--- src/include/analog_cfg.svh ---
`ifndef ANALOG_CFG_SVH
`define ANALOG_CFG_SVH

//////////////////////////////
// channel layout
//////////////////////////////

// acquisition and generation channels
`define ANALOG_CHN 2
// raw ADC word, two low bits unused
`define ADC_IN_W 16
// signed sample width on both paths
`define SMP_W 14

//////////////////////////////
// calibration and bus
//////////////////////////////

// gain width and its fraction bits
`define CAL_MUL_W 16
`define CAL_FRAC 13
// gain of 1.0 in Q2.13
`define CAL_UNITY 8192
// free running timestamp
`define CTS_W 64
// register bus word address and data
`define BUS_AW 4
`define BUS_DW 32

`endif

--- src/design/analog_pkg.sv ---
`include "analog_cfg.svh"

package analog_pkg;

  // signed sample on scope and generator side
  typedef logic signed [`SMP_W-1:0] sample_t;

  // gain in fixed point
  typedef logic signed [`CAL_MUL_W-1:0] cal_mul_t;

  // offset in sample units
  typedef logic signed [`SMP_W-1:0] cal_sum_t;

  // one calibration stage
  typedef struct packed {
    cal_mul_t mul;
    cal_sum_t sum;
  } cal_cfg_t;

  // everything one channel needs from the registers
  typedef struct packed {
    cal_cfg_t adc_cal;
    cal_cfg_t dac_cal;
    // digital loopback enable
    logic     loop;
  } chan_cfg_t;

  // captured scope samples and the timestamp of capture
  typedef struct packed {
    sample_t [`ANALOG_CHN-1:0] osc;
    logic    [`CTS_W-1:0]      cts;
  } snap_t;

endpackage

--- src/design/regbus_pkg.sv ---
`include "analog_cfg.svh"

package regbus_pkg;

  // word address map
  typedef enum logic [`BUS_AW-1:0] {
    ADDR_MUX       = 4'd0,
    ADDR_ADC_MUL0  = 4'd1,
    ADDR_ADC_SUM0  = 4'd2,
    ADDR_ADC_MUL1  = 4'd3,
    ADDR_ADC_SUM1  = 4'd4,
    ADDR_DAC_MUL0  = 4'd5,
    ADDR_DAC_SUM0  = 4'd6,
    ADDR_DAC_MUL1  = 4'd7,
    ADDR_DAC_SUM1  = 4'd8,
    ADDR_SNAP_TRIG = 4'd9,
    ADDR_SNAP_OSC0 = 4'd10,
    ADDR_SNAP_OSC1 = 4'd11,
    ADDR_CTS_LO    = 4'd12,
    ADDR_CTS_HI    = 4'd13
  } reg_addr_e;

  // single cycle strobes from the master
  typedef struct packed {
    logic                wen;
    logic                ren;
    logic [`BUS_AW-1:0]  addr;
    logic [`BUS_DW-1:0]  wdata;
  } bus_req_t;

  // ack one cycle after the strobe
  typedef struct packed {
    logic                ack;
    logic [`BUS_DW-1:0]  rdata;
  } bus_rsp_t;

endpackage

--- src/design/reg_decode.sv ---
`timescale 1ns/1ps
`include "analog_cfg.svh"

module reg_decode (
  input  logic                  adc_clk,
  input  logic                  top_rst,
  input  regbus_pkg::bus_req_t  bus_req_i,
  output regbus_pkg::bus_rsp_t  bus_rsp_o,
  input  analog_pkg::snap_t     snap_i,
  output analog_pkg::chan_cfg_t chan_cfg_o [`ANALOG_CHN],
  output logic                  snap_stb_o
);

  regbus_pkg::reg_addr_e addr;
  logic [`BUS_DW-1:0]    rd_dat;

  // gains read back zero extended
  function automatic logic [`BUS_DW-1:0] zext_mul(input analog_pkg::cal_mul_t mul);
    return {{(`BUS_DW-`CAL_MUL_W){1'b0}}, mul};
  endfunction

  // offsets and samples read back sign extended
  function automatic logic [`BUS_DW-1:0] sext_smp(input analog_pkg::sample_t smp);
    return {{(`BUS_DW-`SMP_W){smp[`SMP_W-1]}}, smp};
  endfunction

  // unmapped codes fall to default
  assign addr = regbus_pkg::reg_addr_e'(bus_req_i.addr);

  //////////////////////////////
  // read multiplexer
  //////////////////////////////

  always_comb begin
    rd_dat = '0;
    case (addr)
      regbus_pkg::ADDR_MUX: begin
        for (int i = 0; i < `ANALOG_CHN; i++) begin
          rd_dat[i] = chan_cfg_o[i].loop;
        end
      end
      regbus_pkg::ADDR_ADC_MUL0:  rd_dat = zext_mul(chan_cfg_o[0].adc_cal.mul);
      regbus_pkg::ADDR_ADC_SUM0:  rd_dat = sext_smp(chan_cfg_o[0].adc_cal.sum);
      regbus_pkg::ADDR_ADC_MUL1:  rd_dat = zext_mul(chan_cfg_o[1].adc_cal.mul);
      regbus_pkg::ADDR_ADC_SUM1:  rd_dat = sext_smp(chan_cfg_o[1].adc_cal.sum);
      regbus_pkg::ADDR_DAC_MUL0:  rd_dat = zext_mul(chan_cfg_o[0].dac_cal.mul);
      regbus_pkg::ADDR_DAC_SUM0:  rd_dat = sext_smp(chan_cfg_o[0].dac_cal.sum);
      regbus_pkg::ADDR_DAC_MUL1:  rd_dat = zext_mul(chan_cfg_o[1].dac_cal.mul);
      regbus_pkg::ADDR_DAC_SUM1:  rd_dat = sext_smp(chan_cfg_o[1].dac_cal.sum);
      regbus_pkg::ADDR_SNAP_OSC0: rd_dat = sext_smp(snap_i.osc[0]);
      regbus_pkg::ADDR_SNAP_OSC1: rd_dat = sext_smp(snap_i.osc[1]);
      regbus_pkg::ADDR_CTS_LO:    rd_dat = snap_i.cts[`BUS_DW-1:0];
      regbus_pkg::ADDR_CTS_HI:    rd_dat = snap_i.cts[`CTS_W-1:`BUS_DW];
      // trigger is write only
      default:                    rd_dat = '0;
    endcase
  end

  //////////////////////////////
  // registers and handshake
  //////////////////////////////

  always_ff @(posedge adc_clk or posedge top_rst) begin
    if (top_rst) begin
      bus_rsp_o  <= '0;
      snap_stb_o <= 1'b0;
      for (int i = 0; i < `ANALOG_CHN; i++) begin
        chan_cfg_o[i].adc_cal.mul <= analog_pkg::cal_mul_t'(`CAL_UNITY);
        chan_cfg_o[i].adc_cal.sum <= '0;
        chan_cfg_o[i].dac_cal.mul <= analog_pkg::cal_mul_t'(`CAL_UNITY);
        chan_cfg_o[i].dac_cal.sum <= '0;
        chan_cfg_o[i].loop        <= 1'b0;
      end
    end else begin
      // every access answered one cycle later
      bus_rsp_o.ack   <= bus_req_i.wen | bus_req_i.ren;
      bus_rsp_o.rdata <= bus_req_i.ren ? rd_dat : '0;
      snap_stb_o      <= bus_req_i.wen && (addr == regbus_pkg::ADDR_SNAP_TRIG);
      if (bus_req_i.wen) begin
        case (addr)
          regbus_pkg::ADDR_MUX: begin
            for (int i = 0; i < `ANALOG_CHN; i++) begin
              chan_cfg_o[i].loop <= bus_req_i.wdata[i];
            end
          end
          regbus_pkg::ADDR_ADC_MUL0: chan_cfg_o[0].adc_cal.mul <= bus_req_i.wdata[`CAL_MUL_W-1:0];
          regbus_pkg::ADDR_ADC_SUM0: chan_cfg_o[0].adc_cal.sum <= bus_req_i.wdata[`SMP_W-1:0];
          regbus_pkg::ADDR_ADC_MUL1: chan_cfg_o[1].adc_cal.mul <= bus_req_i.wdata[`CAL_MUL_W-1:0];
          regbus_pkg::ADDR_ADC_SUM1: chan_cfg_o[1].adc_cal.sum <= bus_req_i.wdata[`SMP_W-1:0];
          regbus_pkg::ADDR_DAC_MUL0: chan_cfg_o[0].dac_cal.mul <= bus_req_i.wdata[`CAL_MUL_W-1:0];
          regbus_pkg::ADDR_DAC_SUM0: chan_cfg_o[0].dac_cal.sum <= bus_req_i.wdata[`SMP_W-1:0];
          regbus_pkg::ADDR_DAC_MUL1: chan_cfg_o[1].dac_cal.mul <= bus_req_i.wdata[`CAL_MUL_W-1:0];
          regbus_pkg::ADDR_DAC_SUM1: chan_cfg_o[1].dac_cal.sum <= bus_req_i.wdata[`SMP_W-1:0];
          // read only and unmapped words ignored
          default: ;
        endcase
      end
    end
  end

endmodule

--- src/design/cal_linear.sv ---
`timescale 1ns/1ps
`include "analog_cfg.svh"

module cal_linear (
  input  logic                 adc_clk,
  input  logic                 top_rst,
  input  analog_pkg::cal_cfg_t cal_i,
  input  analog_pkg::sample_t  smp_i,
  output analog_pkg::sample_t  smp_o
);

  // full product width
  localparam int PW = `SMP_W + `CAL_MUL_W;

  logic signed [PW-1:0] prod_q;
  logic signed [PW-1:0] sum_c;
  logic                 ovf_c;

  // drop fraction bits and add offset
  always_comb begin
    sum_c = (prod_q >>> `CAL_FRAC) + cal_i.sum;
  end

  // overflow when bits above the sample msb are not all equal
  assign ovf_c = !((&sum_c[PW-1:`SMP_W-1]) || (~|sum_c[PW-1:`SMP_W-1]));

  //////////////////////////////
  // two stage pipeline
  //////////////////////////////

  always_ff @(posedge adc_clk or posedge top_rst) begin
    if (top_rst) begin
      prod_q <= '0;
      smp_o  <= '0;
    end else begin
      // stage 1 multiply
      prod_q <= smp_i * cal_i.mul;
      // stage 2 clip to the rail given by the sign
      if (ovf_c) begin
        smp_o <= sum_c[PW-1] ? {1'b1, {(`SMP_W-1){1'b0}}}
                             : {1'b0, {(`SMP_W-1){1'b1}}};
      end else begin
        smp_o <= sum_c[`SMP_W-1:0];
      end
    end
  end

endmodule

--- src/design/channel_path.sv ---
`timescale 1ns/1ps
`include "analog_cfg.svh"

module channel_path (
  input  logic                  adc_clk,
  input  logic                  top_rst,
  input  logic [`ADC_IN_W-1:0]  adc_raw_i,
  input  analog_pkg::sample_t   gen_i,
  input  analog_pkg::chan_cfg_t cfg_i,
  output analog_pkg::sample_t   osc_o,
  output logic [`SMP_W-1:0]     dac_o
);

  analog_pkg::sample_t adc_q;
  analog_pkg::sample_t dac_smp;
  analog_pkg::sample_t osc_sel;

  //////////////////////////////
  // ADC side
  //////////////////////////////

  // capture register
  // negative slope offset binary to signed
  // two low bits dropped
  always_ff @(posedge adc_clk or posedge top_rst) begin
    if (top_rst) begin
      adc_q <= '0;
    end else begin
      adc_q <= {adc_raw_i[`ADC_IN_W-1], ~adc_raw_i[`ADC_IN_W-2:`ADC_IN_W-`SMP_W]};
    end
  end

  // loopback takes the calibrated generator sample
  assign osc_sel = cfg_i.loop ? dac_smp : adc_q;

  cal_linear adc_cal_i (
    .adc_clk (adc_clk),
    .top_rst (top_rst),
    .cal_i   (cfg_i.adc_cal),
    .smp_i   (osc_sel),
    .smp_o   (osc_o)
  );

  //////////////////////////////
  // DAC side
  //////////////////////////////

  cal_linear dac_cal_i (
    .adc_clk (adc_clk),
    .top_rst (top_rst),
    .cal_i   (cfg_i.dac_cal),
    .smp_i   (gen_i),
    .smp_o   (dac_smp)
  );

  // output code register
  // signed back to negative slope offset binary
  always_ff @(posedge adc_clk or posedge top_rst) begin
    if (top_rst) begin
      dac_o <= '0;
    end else begin
      dac_o <= {dac_smp[`SMP_W-1], ~dac_smp[`SMP_W-2:0]};
    end
  end

endmodule

--- src/design/scope_snapshot.sv ---
`timescale 1ns/1ps
`include "analog_cfg.svh"

module scope_snapshot (
  input  logic                adc_clk,
  input  logic                top_rst,
  input  analog_pkg::sample_t osc_i [`ANALOG_CHN],
  input  logic                snap_stb_i,
  output analog_pkg::snap_t   snap_o
);

  logic [`CTS_W-1:0] cts_q;
  analog_pkg::snap_t live;
  analog_pkg::snap_t snap_q;

  // current samples with current timestamp
  always_comb begin
    for (int i = 0; i < `ANALOG_CHN; i++) begin
      live.osc[i] = osc_i[i];
    end
    live.cts = cts_q;
  end

  // timestamp counter and capture
  always_ff @(posedge adc_clk or posedge top_rst) begin
    if (top_rst) begin
      cts_q  <= '0;
      snap_q <= '0;
    end else begin
      // zero in first cycle after reset
      cts_q <= cts_q + 1'b1;
      if (snap_stb_i) begin
        snap_q <= live;
      end
    end
  end

  // during the strobe show what is being captured
  // so a read alongside the trigger ack sees the new values
  assign snap_o = snap_stb_i ? live : snap_q;

endmodule

--- src/design/analog_top.sv ---
`timescale 1ns/1ps
`include "analog_cfg.svh"

module analog_top (
  input  logic                                  adc_clk,
  input  logic                                  top_rst,
  input  logic [`ANALOG_CHN-1:0][`ADC_IN_W-1:0] adc_dat_i,
  input  analog_pkg::sample_t                   gen_dat_i [`ANALOG_CHN],
  output logic [`ANALOG_CHN-1:0][`SMP_W-1:0]    dac_dat_o,
  input  regbus_pkg::bus_req_t                  bus_req_i,
  output regbus_pkg::bus_rsp_t                  bus_rsp_o
);

  analog_pkg::chan_cfg_t chan_cfg [`ANALOG_CHN];
  analog_pkg::sample_t   osc      [`ANALOG_CHN];
  analog_pkg::snap_t     snap;
  logic                  snap_stb;

  // registers
  reg_decode reg_decode_i (
    .adc_clk    (adc_clk),
    .top_rst    (top_rst),
    .bus_req_i  (bus_req_i),
    .bus_rsp_o  (bus_rsp_o),
    .snap_i     (snap),
    .chan_cfg_o (chan_cfg),
    .snap_stb_o (snap_stb)
  );

  // per channel data path
  for (genvar i = 0; i < `ANALOG_CHN; i++) begin : g_chn
    channel_path channel_path_i (
      .adc_clk   (adc_clk),
      .top_rst   (top_rst),
      .adc_raw_i (adc_dat_i[i]),
      .gen_i     (gen_dat_i[i]),
      .cfg_i     (chan_cfg[i]),
      .osc_o     (osc[i]),
      .dac_o     (dac_dat_o[i])
    );
  end

  // timestamp and software capture
  scope_snapshot scope_snapshot_i (
    .adc_clk    (adc_clk),
    .top_rst    (top_rst),
    .osc_i      (osc),
    .snap_stb_i (snap_stb),
    .snap_o     (snap)
  );

endmodule

--- config.mk ---
export PLATFORM = sky130hd
export DESIGN_NAME = analog_top
export DESIGN_NICKNAME = d
export VERILOG_FILES = /design/src/design/analog_pkg.sv /design/src/design/regbus_pkg.sv /design/src/design/reg_decode.sv /design/src/design/cal_linear.sv /design/src/design/channel_path.sv /design/src/design/scope_snapshot.sv /design/src/design/analog_top.sv
export VERILOG_INCLUDE_DIRS = /design/src /design/src/include
export SDC_FILE = /design/constraint.sdc
export NUM_CORES = 2
export LEC_CHECK = 0
export BUFFER_PORTS_ARGS = -buffer_cell sky130_fd_sc_hd__buf_2
export CELL_PAD_IN_SITES_DETAIL_PLACEMENT = 1
export CELL_PAD_IN_SITES_GLOBAL_PLACEMENT = 2
export CORE_MARGIN = 1
export CORE_UTILIZATION = 35
export CTS_BUF_LIST = sky130_fd_sc_hd__clkbuf_8 sky130_fd_sc_hd__clkbuf_16
export CTS_CLUSTER_DIAMETER = 40
export DETAILED_ROUTE_END_ITERATION = 8
export PLACE_DENSITY_LB_ADDON = 0.1
export SETUP_SLACK_MARGIN = 0.3
export SYNTH_ARGS = -nofsm -noshare
export SYNTH_HDL_FRONTEND = slang
export SYNTH_HIERARCHICAL = 1
export SYNTH_SLANG_ARGS = --single-unit
export TNS_END_PERCENT = 5
--- constraint.sdc ---
create_clock -name adc_clk -period 9.2 [get_ports adc_clk]
set_clock_uncertainty 0.05 [all_clocks]
set_input_delay 2.76 -clock adc_clk [delete_from_list [all_inputs] [get_ports adc_clk]]
set_output_delay 2.76 -clock adc_clk [all_outputs]
set_load 0.01 [all_outputs]
==> results.md <==
* CP arrival at 8.77 ns
* Initial Utilization at 35.4%
* Worst hold slack at 0.399 ns
* Setup bufs post-CTS at 0
* Post-synth EDFFs at 0
* Wire per inst at 21.7 um
* Vias in the first global route at 42100
* FF+latch area at 0.0123 mm2
* Top FF cell, synth: dfrtp_1
* Die width at 398 um
* Clock root buffer: clkbuf_16
* Clock Latency Late Sink at 0.66 ns
* Sequential share of the synthesized area at 22.5%
* Placed instance area at 0.0578 mm2
* Drt drc at 0
* Yosys cell types at 111
* Critical path origin: gen_dat_i[27]
* Min-delay worst type: register to register
* IO Count at 161
* Max Freq at 121 MHz
* Rel. slew slack at 16.7%
* Post-CTS sizing at 0
* # port buffers at 140
* Reg2reg start: reg_decode_i/chan_cfg_o[61]$_DFFE_PP0P_
* First-pass GRT wire length at 256000 um
* Total track usage at 21.4%
* Area grow syn2layout at 10.2%
* Most common cell after layout, fill and taps aside: inv_1
* # setup viols final at 0
* CTS sink cnt at 492
* Hpwl dp at 131000 um
* Worst Path Required at 9.69 ns
* Clock buffer depth at 3
* TritonCTS clock tree: done
* CTS buffer count at 78
* Avg Vias per Cell at 4.94
* Clock H-tree levels at 3
* RSZ-0062 raised after global routing: no
* Multi-input logic area at 0.0375 mm2
* Initial antenna violation count at 18
* Status: finished, final reports clean
* Final min period at 8.28 ns
* Layout Nets at 6776
* Asr flop ratio synth at 100%
* Post-DRT Antenna Nets at 0
* Post-Syn Nets at 6679
* Drt pass-1 iters at 5
* Core area at 0.155 mm2
* Fin. Hold Viols at 0
* Final worst-path cycle share at 90.0%
* Initial DRC Count at 1724
* Grt total ovfl at 0
* Placer Congestion at 0.895
* Worst-margin pin slew at 1.25 ns
* Setup TNS at 0 ns
* Commonest non-fill, non-tap cells in the layout: inv_1, fa_1, dfrtp_1
* Final instance area at 0.0605 mm2
* Syn Std Cell Area at 0.0549 mm2
* Synthesized flop and latch total at 492
* Crit path capture type: register
* Clock slew at reported path FFs at 0.05 ns
* Cells on Worst Hold Path at 1
* Startpoint types: primary input
* MaxCap Viol Count at 0
* Fillers at 17200
* Hold path startpoint: g_chn[1].channel_path_i/dac_cal_i/smp_o[3]$_DFF_PP0_
* Mapped Cells at 5362
* Row cnt at 144
* Crit path max fanout at 6
* Final slew viol count at 0
* Critical path class: primary input to register
* Largest net degree at the start of global routing at 98
* Post-Route WL at 164000 um
* Vias post-DR at 37400
* Ys Warns at 6
* Share of cells above drive strength 1 at 12.6%
* Die area at 0.158 mm2
* Length in cells of the worst reg-to-reg path at 20
* Die Span Y at 398 um
* Hold Buf Count CTS at 0
* Mean area per synthesized cell at 10.2 um2
==> path summary, 6_finish.rpt <==
path | to | slack (ns)
min reg2reg | g_chn[1].channel_path_i/dac_o[3]$_DFF_PP0_ | 0.40
max in group asynchronous | scope_snapshot_i/snap_q[17]$_DFF_PP0_ | 5.26
max | g_chn[0].channel_path_i/dac_cal_i/prod_q[24]$_DFF_PP0_ | 0.92
min | g_chn[1].channel_path_i/dac_o[3]$_DFF_PP0_ | 0.40
max reg2reg | g_chn[0].channel_path_i/adc_cal_i/prod_q[28]$_DFF_PP0_ | 1.31
min in group asynchronous | g_chn[1].channel_path_i/dac_cal_i/prod_q[24]$_DFF_PP0_ | 2.28
==> cells in the mapped netlist (11+ instances only) <==
master | count | area share, %
mux2_2 | 249 | 5.1
a21o_1 | 51 | 0.70
xnor2_1 | 136 | 2.2
a22oi_1 | 29 | 0.40
and3_1 | 31 | 0.35
or2_2 | 11 | 0.13
o211ai_1 | 13 | 0.18
fa_1 | 876 | 32
nor2b_1 | 23 | 0.26
nor3_1 | 34 | 0.31
nand4_1 | 31 | 0.35
o21ai_1 | 18 | 0.16
a21oi_1 | 104 | 0.95
ha_1 | 341 | 7.8
o21a_1 | 17 | 0.23
a31oi_1 | 29 | 0.33
clkbuf_1 | 144 | 0.99
inv_1 | 1102 | 7.5
nor2_1 | 139 | 0.95
dfrtp_1 | 488 | 22
buf_2 | 29 | 0.26
nand2b_1 | 34 | 0.39
a22o_1 | 24 | 0.38
mux2i_1 | 19 | 0.35
a211oi_1 | 16 | 0.22
and2_1 | 482 | 5.5
xor2_1 | 76 | 1.2
nand3_1 | 45 | 0.41
nand2_1 | 446 | 3.1
o21ai_0 | 70 | 0.64
==> final cells by class <==
class	count	share of cell area, %
clock buffer	84	3.36
timing repair buffer	209	2.01
tap	2044	4.23
antenna	5	0.0207
clock inverter	57	1.06
inverter	1102	6.86
sequential	492	20.4
multi-input combinational	3576	62.1
==> logic make-up (layout without fill, tap and decap cells) <==
kind of cell               after synthesis  after routing  share of synthesized area [%]
other                                    0              5                              0
AOI/OAI and AO/OA                      514            514                           6.65
DFF                                    492            492                           22.5
buffers and inverters                 1294           1452                           9.10
muxes                                  271            271                           5.54
and+or+nand+nor                       1361           1361                           13.1
xor gates and xnor gates               213            213                           3.41
adders and majority gates             1217           1217                           39.7
==> worst max-delay path, stage by stage <==
cell,delay [ns]
buf_2,0.16
inv_1,0.24
nor2_1,0.11
fa_1,0.54
fa_1,0.52
fa_1,0.52
fa_1,0.52
fa_1,0.54
inv_1,0.05
fa_1,0.55
inv_1,0.05
ha_1,0.33
and4_1,0.25
and4_1,0.19
and3_1,0.24
o2111ai_1,0.34
a21boi_0,0.18
o21ai_0,0.27
nand2_1,0.13
o311ai_0,0.29
==> registers in the layout, indices dropped and copies added (netlist names) <==
signal and cells:
g_chn.channel_path_i/adc_cal_i/prod_q 34, g_chn.channel_path_i/adc_q 28, scope_snapshot_i/snap_q 92, g_chn.channel_path_i/dac_o 28
reg_decode_i/snap_stb_o 1, scope_snapshot_i/cts_q 64, g_chn.channel_path_i/dac_cal_i/prod_q 34, g_chn.channel_path_i/adc_cal_i/smp_o 28
reg_decode_i/bus_rsp_o 33, g_chn.channel_path_i/dac_cal_i/smp_o 28, reg_decode_i/chan_cfg_o 122
==> layer usage <==
metal | vias up | wire length [um] | global-route usage, %
met2 | 577 | 74900 | 34.1
met3 | 192 | 6750 | 3.17
met1 | 19700 | 78200 | 30.4
met4 | 2 | 4470 | 5.52
li1 | 16900 | - | -
met5 | - | 13 | 0
==> metrics by stage <==
step                      util [%]  setup WS (ns)  instances
after global routing          39.1          0.626       7565
final                         39.1          0.921       7569
after CTS                     39.1          0.917       7564
after detailed placement      37.3          0.234       7423
after global placement        37.3          0.235       7423
after floorplan                  -          0.736       5362
Power is not shown: default switching activity piles up to over one toggle a cycle in this logic, so the estimate is an artifact.
